`src/db_params.svh`:
```
`ifndef DB_PARAMS_SVH
`define DB_PARAMS_SVH

// Entry and bus widths
`define DB_KEY_WID       8
`define DB_VALUE_WID     32
`define DB_WB_ADR_WID    4
`define DB_WB_DAT_WID    32

// Register byte offsets
`define DB_REG_CMD       4'h0
`define DB_REG_KEY       4'h4
`define DB_REG_VALUE     4'h8
`define DB_REG_STATUS    4'hC

// CMD register bits
`define DB_CMD_WR        0
`define DB_CMD_RD        1
`define DB_CMD_INIT      2
`define DB_CMD_INSERT    3

// STATUS register bits
`define DB_STS_BUSY      0
`define DB_STS_RD_VALID  1
`define DB_STS_INIT_DONE 2

`endif

```
`src/db_pkg.sv`:
```
`include "db_params.svh"

package db_pkg;

    typedef logic [`DB_KEY_WID-1:0]    key_t;
    typedef logic [`DB_VALUE_WID-1:0]  value_t;
    typedef logic [`DB_WB_ADR_WID-1:0] wb_adr_t;
    typedef logic [`DB_WB_DAT_WID-1:0] wb_dat_t;

    // Write request, valid=0 deletes the key
    typedef struct packed {
        key_t   key;
        logic   valid;
        value_t value;
    } db_wr_req_t;

    // Read response, also the layout of one stored entry
    typedef struct packed {
        logic   valid;
        value_t value;
    } db_rd_resp_t;

    // Wishbone classic master signals
    typedef struct packed {
        logic    cyc;
        logic    stb;
        logic    we;
        wb_adr_t adr;
        wb_dat_t dat;
    } wb_req_t;

    typedef enum logic {
        INIT_SWEEP,
        INIT_IDLE
    } init_state_t;

endpackage : db_pkg

```
`src/db_ctrl_regs.sv`:
```
`timescale 1ns/1ps
`include "db_params.svh"

module db_ctrl_regs (
    input  logic                clk,
    input  logic                srst,
    input  db_pkg::wb_req_t     i_wb,
    output db_pkg::wb_dat_t     o_wb_dat,
    output logic                o_wb_ack,
    output logic                o_ctrl_wr_req,
    output db_pkg::db_wr_req_t  o_ctrl_wr,
    output logic                o_ctrl_rd_req,
    output db_pkg::key_t        o_ctrl_rd_key,
    input  logic                i_ctrl_gnt,
    input  logic                i_ctrl_rd_ack,
    input  db_pkg::db_rd_resp_t i_rd_resp,
    output logic                o_init_start,
    input  logic                i_init_done
);
    import db_pkg::*;

    key_t    key_reg;
    value_t  value_reg;
    logic    insert_reg;
    logic    pend_wr;
    logic    pend_rd;
    logic    rd_wait;
    logic    rd_valid;
    logic    busy;
    logic    wb_acc;
    logic    wb_wr;
    logic    cmd_wr;
    wb_dat_t rd_dat;

    // ------------------------------
    // Bus decode
    // ------------------------------
    // The ack cycle never starts a second access
    assign wb_acc = i_wb.cyc && i_wb.stb && !o_wb_ack;
    assign wb_wr  = wb_acc && i_wb.we;
    assign busy   = pend_wr || pend_rd;
    // Commands arriving while busy are dropped
    assign cmd_wr = wb_wr && (i_wb.adr == `DB_REG_CMD) && !busy;

    always_ff @(posedge clk) begin
        if (srst) begin
            o_wb_ack <= 1'b0;
        end else begin
            o_wb_ack <= wb_acc;
        end
    end

    always_comb begin
        rd_dat = '0;
        case (i_wb.adr)
            `DB_REG_CMD: begin
                rd_dat[`DB_CMD_WR]     = pend_wr;
                rd_dat[`DB_CMD_RD]     = pend_rd;
                rd_dat[`DB_CMD_INSERT] = insert_reg;
            end
            `DB_REG_KEY:    rd_dat[`DB_KEY_WID-1:0] = key_reg;
            `DB_REG_VALUE:  rd_dat = value_reg;
            `DB_REG_STATUS: begin
                rd_dat[`DB_STS_BUSY]      = busy;
                rd_dat[`DB_STS_RD_VALID]  = rd_valid;
                rd_dat[`DB_STS_INIT_DONE] = i_init_done;
            end
            default:        rd_dat = '0;
        endcase
    end

    always_ff @(posedge clk) begin
        if (wb_acc) begin
            o_wb_dat <= rd_dat;
        end
    end

    // ------------------------------
    // Key and value registers
    // ------------------------------
    always_ff @(posedge clk) begin
        if (wb_wr && (i_wb.adr == `DB_REG_KEY)) begin
            key_reg <= i_wb.dat[`DB_KEY_WID-1:0];
        end
        // Read result lands in VALUE
        if (i_ctrl_rd_ack) begin
            value_reg <= i_rd_resp.value;
        end else if (wb_wr && (i_wb.adr == `DB_REG_VALUE)) begin
            value_reg <= i_wb.dat;
        end
    end

    // ------------------------------
    // Pending command
    // ------------------------------
    always_ff @(posedge clk) begin
        if (srst) begin
            pend_wr      <= 1'b0;
            pend_rd      <= 1'b0;
            rd_wait      <= 1'b0;
            rd_valid     <= 1'b0;
            insert_reg   <= 1'b0;
            o_init_start <= 1'b0;
        end else begin
            o_init_start <= cmd_wr && i_wb.dat[`DB_CMD_INIT];
            if (cmd_wr) begin
                // Write wins if both bits are set
                pend_wr    <= i_wb.dat[`DB_CMD_WR];
                pend_rd    <= i_wb.dat[`DB_CMD_RD] && !i_wb.dat[`DB_CMD_WR];
                insert_reg <= i_wb.dat[`DB_CMD_INSERT];
            end
            if (o_ctrl_wr_req && i_ctrl_gnt) begin
                pend_wr <= 1'b0;
            end
            if (o_ctrl_rd_req && i_ctrl_gnt) begin
                rd_wait <= 1'b1;
            end
            if (i_ctrl_rd_ack) begin
                pend_rd  <= 1'b0;
                rd_wait  <= 1'b0;
                rd_valid <= i_rd_resp.valid;
            end
        end
    end

    assign o_ctrl_wr_req   = pend_wr;
    assign o_ctrl_wr.key   = key_reg;
    assign o_ctrl_wr.valid = insert_reg;
    assign o_ctrl_wr.value = value_reg;
    // Request drops at the grant while busy waits for the result
    assign o_ctrl_rd_req   = pend_rd && !rd_wait;
    assign o_ctrl_rd_key   = key_reg;

    // Read results only come back for a granted read
    assert property (@(posedge clk) disable iff (srst)
        i_ctrl_rd_ack |-> rd_wait);

endmodule : db_ctrl_regs

```
`config.mk`:
```
export PLATFORM = sky130hd
export DESIGN_NAME = db_ctrl_regs
export DESIGN_NICKNAME = d
export VERILOG_FILES = /design/src/db_pkg.sv /design/src/db_ctrl_regs.sv
export VERILOG_INCLUDE_DIRS = /design/src
export SDC_FILE = /design/constraint.sdc
export NUM_CORES = 1
export LEC_CHECK = 0
export BUFFER_PORTS_ARGS = -buffer_cell sky130_fd_sc_hd__buf_4
export CORE_MARGIN = 2
export CORE_UTILIZATION = 49
export CTS_CLUSTER_DIAMETER = 60
export CTS_CLUSTER_SIZE = 24
export DETAILED_ROUTE_END_ITERATION = 6
export GPL_ROUTABILITY_DRIVEN = 0
export PLACE_DENSITY_LB_ADDON = 0.05
export RECOVER_POWER = 100
export SYNTH_ARGS = -nofsm -noshare
export SYNTH_HDL_FRONTEND = slang
export SYNTH_SLANG_ARGS = --single-unit
export TNS_END_PERCENT = 1
```
`constraint.sdc`:
```
create_clock -name clk -period 4.57 [get_ports clk]
set_clock_uncertainty 0.1 [all_clocks]
set_input_delay 0.6855 -clock clk [delete_from_list [all_inputs] [get_ports clk]]
set_output_delay 0.6855 -clock clk [all_outputs]
set_load 0.01 [all_outputs]
```
==> summary.md <==
| Metric | Value |
|---|---|
| Async set-reset flop share out of synthesis | `0` |
| CP Class | `input pin to flip-flop` |
| Crit path max fanout | `36` |
| Hold Path Class | `flip-flop to flip-flop` |
| CTS tree | `yes` |
| FP Rows | `29` |
| Vias in the first global route | `2343` |
| Nets@finish | `439` |
| Max Cap Viol | `1` |
| CP top delay family | `buffers and inverters` |
| Slowest CP cell | `clkbuf_1` |
| Core ar. | `6420 um^2` |
| Clk pin slew, worst setup/hold paths | `0.08 ns` |
| Mapped Nets | `286` |
| Placed insts | `428` |
| Drt total wl | `7400 um` |
| Violated checks | `capacitance limit, slew limit` |
| Syn_area_per_cell | `15.8 um^2` |
| Die X | `86.1 um` |
| Vias per inst | `5.17` |
| Overall Global Routing Usage | `0.201` |
| Sequential fraction of the synthesis area | `0.697` |
| DRT antenna net count | `0` |
| Fmax | `313 MHz` |
| RSZ-0062 raised after global routing | `false` |
| Worst R2R Path Depth | `4` |
| CTS resizes | `0` |
| Fill cells | `543` |
| I/O pin count | `162` |
| Post-Syn Instances | `209` |
| Worst rel slew slack | `-0.281` |
| Hold endpoint | `insert_reg$_SDFFE_PP0P_` |
| Maximum clock path buffer count | `2` |
| CTS Root Cell | `clkbuf_8` |
| Reg2reg start | `o_wb_ack$_SDFF_PP0_` |
| IO Port Bufs | `161` |
| Synthesis-to-finish area growth | `32.1%` |
| Hold Path Depth | `2` |
| Worst hold start | `insert_reg$_SDFFE_PP0P_` |
| Fin. max-slew vios | `37` |
| Hpwl dp | `5490 um` |
| Prevailing post-synth register cell | `edfxtp_1` |
| CTS H-tree lvls | `3` |
| Finished Layout Cells | `444` |
| Final period util | `0.700` |
| Status | `complete, but fails checks` |
| Final hold violations | `0` |
| P_leak | `1.69 nW` |
| Worst reg2reg path endpoint | `value_reg[28]$_DFFE_PP_` |
| Share of layout cells above drive strength 1 | `0.343` |
| Antenna diodes | `0` |
| Initial Util | `0.515` |
| Synth Warn # | `0` |
| Total Die Area | `7420 um^2` |
| Wire per inst | `16.7 um` |
| PD cells | `366 nW/um^2` |
| Vias | `2296` |
| Number of setup buffers added after CTS | `0` |
| Synth cell types | `35` |
| Drt first pass iters | `6` |
| Clk_lat worst skew | `0.33 ns` |
| Overall Power | `1.60 mW` |
| Startpoint Class | `input pin` |
| Post-synth EDFFs | `72` |
| Critical Path Max Stage Delay | `1.35 ns` |
| Setup WS post-layout | `1.37 ns` |
| Die Span Y | `86.1 um` |
| CP arrival | `3.13 ns` |
| DP Worst Slack | `1.70 ns` |
| Largest net degree at the start of global routing | `37` |
| Synthesized flop and latch total | `79` |
| Worst-path cell chain | `clkbuf_1 > a41o_1 > buf_4` |
| Final setup vio count | `0` |
| CTS Hold Bufs | `0` |
| Tmin final | `3.20 ns` |
| Endpoint class of the critical path | `flip-flop` |
| Post-synthesis cell area | `3300 um^2` |
| DR iter-0 viols | `132` |
| Antenna violations before repair | `0` |
| First-pass GRT wire length | `11400 um` |
| Setup_tns | `0 ns` |
| Clock net sink count | `79` |
| Worst path bufs/invs | `2` |
| Worst Tran Pin Value | `1.92 ns` |
| Remaining DRCs | `0` |
| CP required | `4.50 ns` |
| Grt total ovfl | `0` |
| R2R Setup Slk | `2.14 ns` |
| VDD IR max | `0.000263 V` |
| CTS Buf Count | `9` |
## placed cells by master, fill, tap and decap left out, types with 2 or more instances in the layout
| cell | n |
|---|---|
| a22oi_1 | 5 |
| mux2_2 | 33 |
| nor2b_1 | 2 |
| inv_1 | 2 |
| clkbuf_1 | 93 |
| nand3_1 | 2 |
| o21ai_0 | 2 |
| clkinv_2 | 3 |
| clkbuf_4 | 6 |
| mux2i_1 | 3 |
| nand3b_1 | 2 |
| and2_1 | 2 |
| dfxtp_1 | 7 |
| edfxtp_1 | 72 |
| and3_1 | 24 |
| nand2_1 | 4 |
| or2_2 | 2 |
| a21oi_1 | 3 |
| bufinv_16 | 2 |
| nor2_1 | 9 |
| clkbuf_8 | 10 |
| buf_4 | 66 |
## how the worst max path moves through the flow
| stage | startpoint | to | slack, ns | depth (start not counted) |
|---|---|---|---|---|
| 2_1_floorplan | i_wb[37] | value_reg[0]$_DFFE_PP_ | 1.86 | 3 |
| 3_3_place_gp | i_wb[37] | value_reg[27]$_DFFE_PP_ | 1.76 | 5 |
| 3_5_place_dp | i_wb[37] | value_reg[27]$_DFFE_PP_ | 1.70 | 5 |
| 4_1_cts | i_wb[37] | value_reg[28]$_DFFE_PP_ | 2.07 | 5 |
| 5_1_grt | i_ctrl_rd_ack | value_reg[18]$_DFFE_PP_ | 1.14 | 3 |
| 6_report | i_ctrl_rd_ack | value_reg[28]$_DFFE_PP_ | 1.37 | 3 |
## per-layer routing
metal | global-route usage | vias up | routed length, um
li1 | - | 1087 | -
met1 | 0.222 | 1083 | 2650
met2 | 0.357 | 118 | 3860
met3 | 0.0770 | 8 | 800
met4 | 0.0635 | 0 | 85
met5 | 0 | - | 0
## Yosys cell counts, drive strengths merged, types with 2 or more instances
cell type / number / area, um^2
or2: 2 / 12.5
nand2: 4 / 15.0
clkbuf: 5 / 20.0
a21oi: 3 / 15.0
nor2b: 2 / 15.0
inv: 2 / 7.51
buf: 18 / 120
o21ai: 2 / 10.0
nand3: 2 / 10.0
nor2: 9 / 33.8
dfxtp: 7 / 140
and2: 2 / 12.5
nand3b: 2 / 15.0
a22oi: 5 / 37.5
mux2i: 3 / 30.0
edfxtp: 72 / 2160
mux2: 33 / 372
and3: 24 / 150
## through the flow
| stage | cell area [um^2] | hold WS (ns) | utilization |
|---|---|---|---|
| detailed placement | 4500 | 0.381 | 0.701 |
| global placement | 4500 | 0.375 | 0.701 |
| finish | 4360 | 0.384 | 0.680 |
| floorplan | 3300 | 0.351 | - |
| CTS | 4720 | 0.393 | 0.736 |
| global route | 4360 | 0.413 | 0.680 |
## power breakdown
| part | switching (mW) | internal (mW) |
|---|---|---|
| Sequential | 0.0175 | 0.837 |
| Clock | 0.245 | 0.321 |
| Combinational | 0.0899 | 0.0875 |
## area by class of cell
| type | instances | area, um^2 | share of cell area |
|---|---|---|---|
| flip-flops and latches | 79 | 2300 | 0.528 |
| repair buffers | 165 | 890 | 0.204 |
| multi-input cells | 105 | 847 | 0.194 |
| clock buffers | 10 | 138 | 0.0315 |
| well taps | 77 | 96.3 | 0.0221 |
| clock inverters | 6 | 83.8 | 0.0192 |
| inverters | 2 | 7.51 | 0.00172 |
## logic make-up after synthesis
| family | after synthesis | share of synthesized area |
|---|---|---|
| AND/OR/NAND/NOR | 55 | 0.103 |
| multiplexers | 37 | 0.128 |
| AO/OA/AOI/OAI | 13 | 0.0273 |
| flip-flops | 79 | 0.697 |
| buffers and inverters | 25 | 0.0447 |
## worst min-delay path: cells and delay by family (launching register included)
| family | cells | cell delay (ns) |
|---|---|---|
| multiplexers | 1 | 0.06 |
| AND/OR/NAND/NOR | 1 | 0.05 |
| flip-flops | 1 | 0.32 |
(Power assumes the default switching activity.)
