<file path="src/db_params.svh">
`ifndef DB_PARAMS_SVH
`define DB_PARAMS_SVH

// Entry and bus widths
`define DB_KEY_WID       8
`define DB_VALUE_WID     32
`define DB_WB_ADR_WID    4
`define DB_WB_DAT_WID    32

// Register byte offsets
`define DB_REG_CMD       4'h0
`define DB_REG_KEY       4'h4
`define DB_REG_VALUE     4'h8
`define DB_REG_STATUS    4'hC

// CMD register bits
`define DB_CMD_WR        0
`define DB_CMD_RD        1
`define DB_CMD_INIT      2
`define DB_CMD_INSERT    3

// STATUS register bits
`define DB_STS_BUSY      0
`define DB_STS_RD_VALID  1
`define DB_STS_INIT_DONE 2

`endif

</file>
<file path="src/db_pkg.sv">
`include "db_params.svh"

package db_pkg;

    typedef logic [`DB_KEY_WID-1:0]    key_t;
    typedef logic [`DB_VALUE_WID-1:0]  value_t;
    typedef logic [`DB_WB_ADR_WID-1:0] wb_adr_t;
    typedef logic [`DB_WB_DAT_WID-1:0] wb_dat_t;

    // Write request, valid=0 deletes the key
    typedef struct packed {
        key_t   key;
        logic   valid;
        value_t value;
    } db_wr_req_t;

    // Read response, also the layout of one stored entry
    typedef struct packed {
        logic   valid;
        value_t value;
    } db_rd_resp_t;

    // Wishbone classic master signals
    typedef struct packed {
        logic    cyc;
        logic    stb;
        logic    we;
        wb_adr_t adr;
        wb_dat_t dat;
    } wb_req_t;

    typedef enum logic {
        INIT_SWEEP,
        INIT_IDLE
    } init_state_t;

endpackage : db_pkg

</file>
<file path="src/db_prio_arb.sv">
`timescale 1ns/1ps

module db_prio_arb (
    input  logic               clk,
    input  logic               srst,
    input  logic               i_init_done,
    input  logic               i_app_wr_req,
    input  db_pkg::db_wr_req_t i_app_wr,
    input  logic               i_app_rd_req,
    input  db_pkg::key_t       i_app_rd_key,
    input  logic               i_ctrl_wr_req,
    input  db_pkg::db_wr_req_t i_ctrl_wr,
    input  logic               i_ctrl_rd_req,
    input  db_pkg::key_t       i_ctrl_rd_key,
    output logic               o_app_wr_rdy,
    output logic               o_app_rd_rdy,
    output logic               o_ctrl_gnt,
    output logic               o_st_wr_en,
    output db_pkg::db_wr_req_t o_st_wr,
    output logic               o_st_rd_en,
    output db_pkg::key_t       o_st_rd_key,
    input  logic               i_st_rd_ack,
    output logic               o_app_rd_ack,
    output logic               o_ctrl_rd_ack
);
    logic app_wr_acc;
    logic app_rd_acc;
    logic ctrl_wr_gnt;
    logic ctrl_rd_gnt;
    logic rd_owner_ctrl;

    // Application only waits for the init sweep
    assign o_app_wr_rdy = i_init_done;
    assign o_app_rd_rdy = i_init_done;

    assign app_wr_acc  = i_app_wr_req && i_init_done;
    assign app_rd_acc  = i_app_rd_req && i_init_done;

    // Control gets a channel only when the application leaves it idle
    assign ctrl_wr_gnt = i_ctrl_wr_req && !i_app_wr_req && i_init_done;
    assign ctrl_rd_gnt = i_ctrl_rd_req && !i_app_rd_req && i_init_done;
    assign o_ctrl_gnt  = ctrl_wr_gnt || ctrl_rd_gnt;

    // ------------------------------
    // Store requests
    // ------------------------------
    assign o_st_wr_en  = app_wr_acc || ctrl_wr_gnt;
    assign o_st_wr     = i_app_wr_req ? i_app_wr : i_ctrl_wr;
    assign o_st_rd_en  = app_rd_acc || ctrl_rd_gnt;
    assign o_st_rd_key = i_app_rd_req ? i_app_rd_key : i_ctrl_rd_key;

    // Owner of the read that the store answers next cycle
    always_ff @(posedge clk) begin
        if (srst) begin
            rd_owner_ctrl <= 1'b0;
        end else begin
            rd_owner_ctrl <= ctrl_rd_gnt;
        end
    end

    assign o_app_rd_ack  = i_st_rd_ack && !rd_owner_ctrl;
    assign o_ctrl_rd_ack = i_st_rd_ack && rd_owner_ctrl;

    // A control grant puts the control request on the store port
    assert property (@(posedge clk) disable iff (srst)
        ctrl_wr_gnt |-> (o_st_wr == i_ctrl_wr));
    assert property (@(posedge clk) disable iff (srst)
        ctrl_rd_gnt |-> (o_st_rd_key == i_ctrl_rd_key));

    // Owner register relies on the store's fixed one-cycle read
    assert property (@(posedge clk) disable iff (srst)
        o_st_rd_en |=> i_st_rd_ack);

endmodule : db_prio_arb

</file>
<file path="config.mk">
export PLATFORM = sky130hd
export DESIGN_NAME = db_prio_arb
export DESIGN_NICKNAME = d
export VERILOG_FILES = /design/src/db_pkg.sv /design/src/db_prio_arb.sv
export VERILOG_INCLUDE_DIRS = /design/src
export SDC_FILE = /design/constraint.sdc
export NUM_CORES = 1
export LEC_CHECK = 0
export ABC_AREA = 1
export BUFFER_PORTS_ARGS = -buffer_cell sky130_fd_sc_hd__buf_2
export CAP_MARGIN = 15
export CELL_PAD_IN_SITES_DETAIL_PLACEMENT = 0
export CELL_PAD_IN_SITES_GLOBAL_PLACEMENT = 1
export CORE_UTILIZATION = 12
export CTS_CLUSTER_DIAMETER = 30
export DETAILED_ROUTE_END_ITERATION = 8
export GPL_TIMING_DRIVEN = 0
export PLACE_DENSITY_LB_ADDON = 0.1
export SETUP_SLACK_MARGIN = 0.5
export SLEW_MARGIN = 15
export SYNTH_ARGS = -nofsm -noshare
export SYNTH_HDL_FRONTEND = slang
export SYNTH_SLANG_ARGS = --single-unit
export TNS_END_PERCENT = 5
</file>
<file path="constraint.sdc">
create_clock -name clk -period 1.62 [get_ports clk]
set_clock_uncertainty 0.1 [all_clocks]
set_input_delay 0.162 -clock clk [delete_from_list [all_inputs] [get_ports clk]]
set_output_delay 0.162 -clock clk [all_outputs]
set_load 0.03 [all_outputs]
</file>
==> flow_metrics.py, run 1 <==
metrics = {
    "status": {
        "status": "complete, no violations",
    },
    "setup_path": {
        "arrival_ns": 0.80,
        "cp_max_fo": 10,
        "cp-end-kind": "output port",
        "path_class": "in2out",
        "crit_chain": "buf_6, inv_6, buf_6, nand2_1, nand2_1, buf_2",
        "cpMaxStageDelayCell": "buf_2",
        "critPathMaxStageDelay_ns": 0.19,
        "worstPathRequired_ns": 1.36,
        "cp-start-kind": "primary input",
        "crit_start": "i_app_wr_req",
    },
    "drt": {
        "viasPerCell": 3.67,
        "ant_nets": 0,
        "drt-total-wl_mm": 3.42,
        "wl_per_cell_um": 8.31,
        "drt_drc_violations_left": 0,
        "via_count": 1507,
        "dr.pass1.iters": 4,
        "drtIter0Drc": 18,
    },
    "global_routing": {
        "grt_pass1_wl_mm": 4.77,
        "grt_busiest_layer": "met2",
        "grt_usage_pct": 8.76,
        "grtUsageMet2_pct": 19.2,
        "overflow": 0,
        "grt_max_degree": 11,
        "use_met3_pct": 0.899,
        "antenna_found_initial": 0,
        "use_met1_pct": 9.07,
        "grt_pass1_vias": 1164,
    },
    "cells_and_area": {
        "final_area_um2": 1660,
        "fillCellCount": 726,
        "diodes": 0,
        "final_nets": 444,
        "top_register": "rd_owner_ctrl",
        "drive_above_1_share_pct": 51.8,
        "largest_register_ffs": 1,
        "largestRegisters": "rd_owner_ctrl x1",
        "final_common_cell": "buf_2",
        "area_growth_pct": 122,
        "final_cell_mix": "buf_2 (157), nand2_1 (150), buf_4 (8)",
    },
    "yosys": {
        "netlist-cell-type-count": 11,
        "synth_area_um2": 747,
        "ys_seq_area_share_pct": 2.68,
        "synth_top_area_share_pct": 75.4,
        "synth_top_cell_by_area": "nand2_1",
        "synth-seq-cells": 1,
        "synthesis.nets": 282,
        "synth.top_cells.by_area": "nand2_1 (75%), buf_6 (7.5%), buf_4 (6.0%)",
        "ys_warn_count": 0,
        "syn_area_per_cell_um2": 4.24,
        "synth_cells": 176,
    },
    "floorplanning": {
        "core-area_um2": 5960,
        "start_util_pct": 12.5,
        "row_count": 28,
        "ios": 162,
        "dieArea_um2": 6540,
        "die_y_um": 80.9,
        "fp.dieW_um": 80.9,
    },
    "cts": {
        "cts-resized-gates": 0,
        "clk_pin_slew_ns": 0,
        "ctsHoldBuffers": 0,
        "postCtsSetupRepairBufs": 0,
    },
    "sta": {
        "finalSetupTns_ns": 0,
        "period_needed_ns": 1.06,
        "relSlewSlack_pct": 89.5,
        "drv_slew": 0,
        "max_freq_mhz": 942,
        "hold_viol": 0,
        "fin_crit_sh_pct": 65.5,
        "rsz0062_at_grt": "true",
        "hold_ws_ns": 0.226,
        "setup_viol": 0,
        "tightest_slew_ns": 0.158,
        "setup_ws_ns": 0.558,
    },
    "pwr": {
        "leakagePower_uw": 0.00119,
        "powerDensity_nw_per_um2": 384,
        "p_int_uw": 256,
        "combinationalPowerShare_pct": 95.9,
        "seqPwrFrac_pct": 4.1,
        "switchingPower_uw": 380,
        "power.share.clock_pct": 0,
        "swShare_pct": 59.8,
        "vdd_ir_drop_max_uv": 96.4,
    },
    "hold_path": {
        "holdPathStages": 2,
        "whs_endpoint": "rd_owner_ctrl",
        "min_path_type": "in2reg",
        "min_from": "srst",
    },
    "flow_run": {
        "maxCapViolCount": 0,
    },
    "placed_design": {
        "dp_hpwl_mm": 2.92,
        "pre_cts_slack_ns": 0.523,
        "placed_cell_area_um2": 1640,
        "place_congestion": 0.625,
        "portBuffers": 160,
    },
}
## per-layer routing
metal	part of all wire (%)	wire length, um
met1	38	1290
met2	51	1750
met3	11	377
met4	0	0
met5	0	0
## critical path, delay by kind of cell
| family | cells | cell delay (ns) |
|---|---|---|
| simple gates | 2 | 0.11 |
| buf+inv | 4 | 0.52 |
## logic make-up (layout without fill, tap and decap cells)
family / Yosys count / in the layout / share of synthesized area [%]
buf+inv: 17 / 177 / 17.4
simple gates: 158 / 158 / 79.9
flops: 1 / 1 / 2.68
## Yosys cell counts (all sizes together)
| library cell | number |
|---|---|
| clkinv | 1 |
| buf | 12 |
| nand2 | 150 |
| dfxtp | 1 |
| nor3 | 1 |
| nand3 | 2 |
| nor2 | 5 |
| inv | 4 |
## through the flow
| step | cells | util [%] | total power [uW] |
|---|---|---|---|
| 2_1_floorplan | 176 | - | 395 |
| 3_3_place_gp | 411 | 27.6 | 641 |
| 3_5_place_dp | 411 | 27.6 | 638 |
| 4_1_cts | 411 | 27.6 | 640 |
| 5_1_grt | 411 | 27.8 | 691 |
| 6_report | 411 | 27.8 | 636 |
## worst max path at each step
stage	endpoint	slack [ns]	depth (start not counted)
3_3_place_gp	o_st_wr[1]	0.51	6
2_1_floorplan	o_st_rd_en	0.58	3
3_5_place_dp	o_ctrl_gnt	0.52	5
5_1_grt	o_st_wr[22]	0.49	6
6_report	o_st_wr[7]	0.56	6
4_1_cts	o_ctrl_gnt	0.52	5
## power groups by stage
stage                     Clock [uW]  Sequential, uW  Combinational [uW]
after detailed placement           0            26.1                 612
after floorplan                    0            26.1                 369
after global routing               0            26.1                 665
after CTS                          0            26.1                 614
final                              0            26.1                 610
after global placement             0            26.1                 615
## layout make-up
type / instances / area (um^2) / share of cell area, %
inverters: 5 / 27.5 / 1.66
plain buffers: 12 / 109 / 6.58
repair buffers: 160 / 808 / 48.8
flip-flops and latches: 1 / 20.0 / 1.21
multi-input cells: 158 / 597 / 36.1
well taps: 75 / 93.8 / 5.67
Power figures use the tool's default switching activity.
==> run 2: changes to the inputs <==
CORE_UTILIZATION = 11   (was 12)
clock period = 1.1 ns   (was 1.62 ns; I/O delays follow)
==> run 2 against run 1 <==
The run now ends with design-rule violations left; final cell count increased by 1.5%; routed wire length increased by 28%; via count increased by 5.6%; first-iteration DRC count increased by 56%; cell area increased by 41%; sequential power increased by 50%; critical path depth unchanged; power increased by 100%; largest cell class unchanged; largest power group unchanged.
==> flow_metrics.py, run 2 (same netlist as run 1, synthesis figures left out) <==
metrics = {
    "cells_and_area": {
        "final_cell_mix": "buf_2 (116), nand2_1 (101), nand2_4 (41)",
        "largest_register_ffs": 1,
        "final_nets": 448,
        "diodes": 0,
        "largestRegisters": "rd_owner_ctrl x1",
        "area_growth_pct": 213,
        "final_common_cell": "buf_2",
        "top_register": "rd_owner_ctrl",
        "final_core_util_pct": 36.2,
        "drive_above_1_share_pct": 68.5,
    },
    "sta": {
        "relSlewSlack_pct": 88.7,
        "drv_slew": 0,
        "finalSetupTns_ns": 0,
        "max_freq_mhz": 1060,
        "hold_viol": 0,
        "tightest_slew_ns": 0.170,
        "period_needed_ns": 0.947,
        "setup_viol": 0,
        "fin_crit_sh_pct": 86.1,
        "rsz0062_at_grt": "true",
    },
    "drt": {
        "routed-wl-met3_um": 439,
        "drt_drc_violations_left": 11,
        "drt-total-wl_mm": 4.38,
        "wl_met2_mm": 2.28,
        "ant_nets": 0,
        "viasPerCell": 3.82,
        "via_count": 1591,
        "met1Wirelength_mm": 1.65,
        "dr.pass1.iters": 6,
        "wl_per_cell_um": 10.5,
        "top_layer": "met3",
        "drtIter0Drc": 28,
    },
    "cts": {
        "clk_pin_slew_ns": 0,
        "ctsHoldBuffers": 0,
        "postCtsSetupRepairBufs": 0,
    },
    "pwr": {
        "seqPwrFrac_pct": 3.0,
        "powerDensity_nw_per_um2": 555,
        "combinationalPowerShare_pct": 97.0,
        "swShare_pct": 54.0,
        "switchingPower_uw": 701,
        "leakagePower_uw": 0.00140,
        "vdd_ir_drop_max_uv": 173,
        "p_int_uw": 598,
        "power.share.clock_pct": 0,
    },
    "hold_path": {
        "min_path_type": "in2reg",
    },
    "setup_path": {
        "worstPathRequired_ns": 0.89,
        "arrival_ns": 0.74,
        "cpMaxStageDelayCell": "buf_12",
        "crit_chain": "buf_12, inv_16, buf_4, nand2_1, nand2_4, buf_6",
        "critPathTopFamily": "buffers and inverters",
        "cp_max_fo": 9,
        "path_class": "in2out",
        "critPathMaxStageDelay_ns": 0.13,
        "cp-start-kind": "primary input",
        "cp-end-kind": "output port",
        "path_buf_inv": 4,
    },
    "global_routing": {
        "grt_pass1_vias": 1467,
        "overflow": 0,
        "antenna_found_initial": 0,
        "grt_pass1_wl_mm": 6.56,
        "grt_max_degree": 11,
        "grt_usage_pct": 10.8,
    },
    "floorplanning": {
        "die_y_um": 84.4,
        "ios": 162,
        "start_util_pct": 11.6,
        "fp.dieW_um": 84.4,
        "core-area_um2": 6460,
        "row_count": 29,
        "dieArea_um2": 7120,
    },
    "placed_design": {
        "place_congestion": 0.728,
        "dp_hpwl_mm": 3.60,
        "portBuffers": 160,
    },
    "status": {
        "status": "complete, but fails checks",
        "violations": "design-rule violations",
    },
    "flow_run": {
        "maxCapViolCount": 0,
    },
}
## run 2: cell count changes in the layout (fill, tap and decap cells not counted), moves of 2 or more
cell     before  now
nand2_1     150  101
buf_2       157  116
nand2_4       0   41
buf_6         5   39
nand2_2       0    8
buf_4         8   14
nor2_1        5    1
nor2_4        0    3
buf_12        0    2
buf_8         0    2
## run 2: metrics by stage
stage | power [uW] | instance area [um^2] | hold slack [ns] | setup slack, ns | std cells
2_1_floorplan | 730 | 1070 | 0.0784 | 0.300 | 176
3_3_place_gp | 1090 | 1970 | 0.181 | 0.0782 | 413
3_5_place_dp | 1100 | 1970 | 0.188 | 0.0674 | 413
4_1_cts | 1220 | 2160 | 0.188 | 0.132 | 415
5_1_grt | 1380 | 2340 | 0.193 | 0.106 | 417
6_report | 1300 | 2340 | 0.182 | 0.153 | 417
## run 2: area by class of cell
type                            count  area, um^2
Multi-Input combinational cell    158         950
Sequential cell                     1        21.3
Tap cell                           77        96.3
Inverter                            5        36.3
Fill cell                         723        4120
Buffer                             12         153
Timing Repair Buffer              164        1080
## run 2: final timing paths
check,startpoint,endpoint,slack (ns),depth (start not counted)
setup / recovery,i_app_wr_req,o_st_wr[8],0.15,6
hold / removal,srst,rd_owner_ctrl,0.18,2
## run 2: routing by layer
layer,track usage [%],vias up
met4,0,0
li1,-,844
met3,1.67,0
met1,12.5,662
met2,21.9,85
met5,0,-
## run 2: timing repair
action                     in CTS  in global routing
cloned                          2                  2
resized for setup              64                 46
pin swaps                       0                  1
setup endpoints to repair      57                 57
## run 2: power by group through the flow
stage	clock network [uW]	registers (uW)	logic (uW)
3_5_place_dp	0	39.2	1060
4_1_cts	0	39.2	1180
5_1_grt	0	39.3	1340
3_3_place_gp	0	39.1	1050
6_report	0	39.2	1260
2_1_floorplan	0	39.1	691
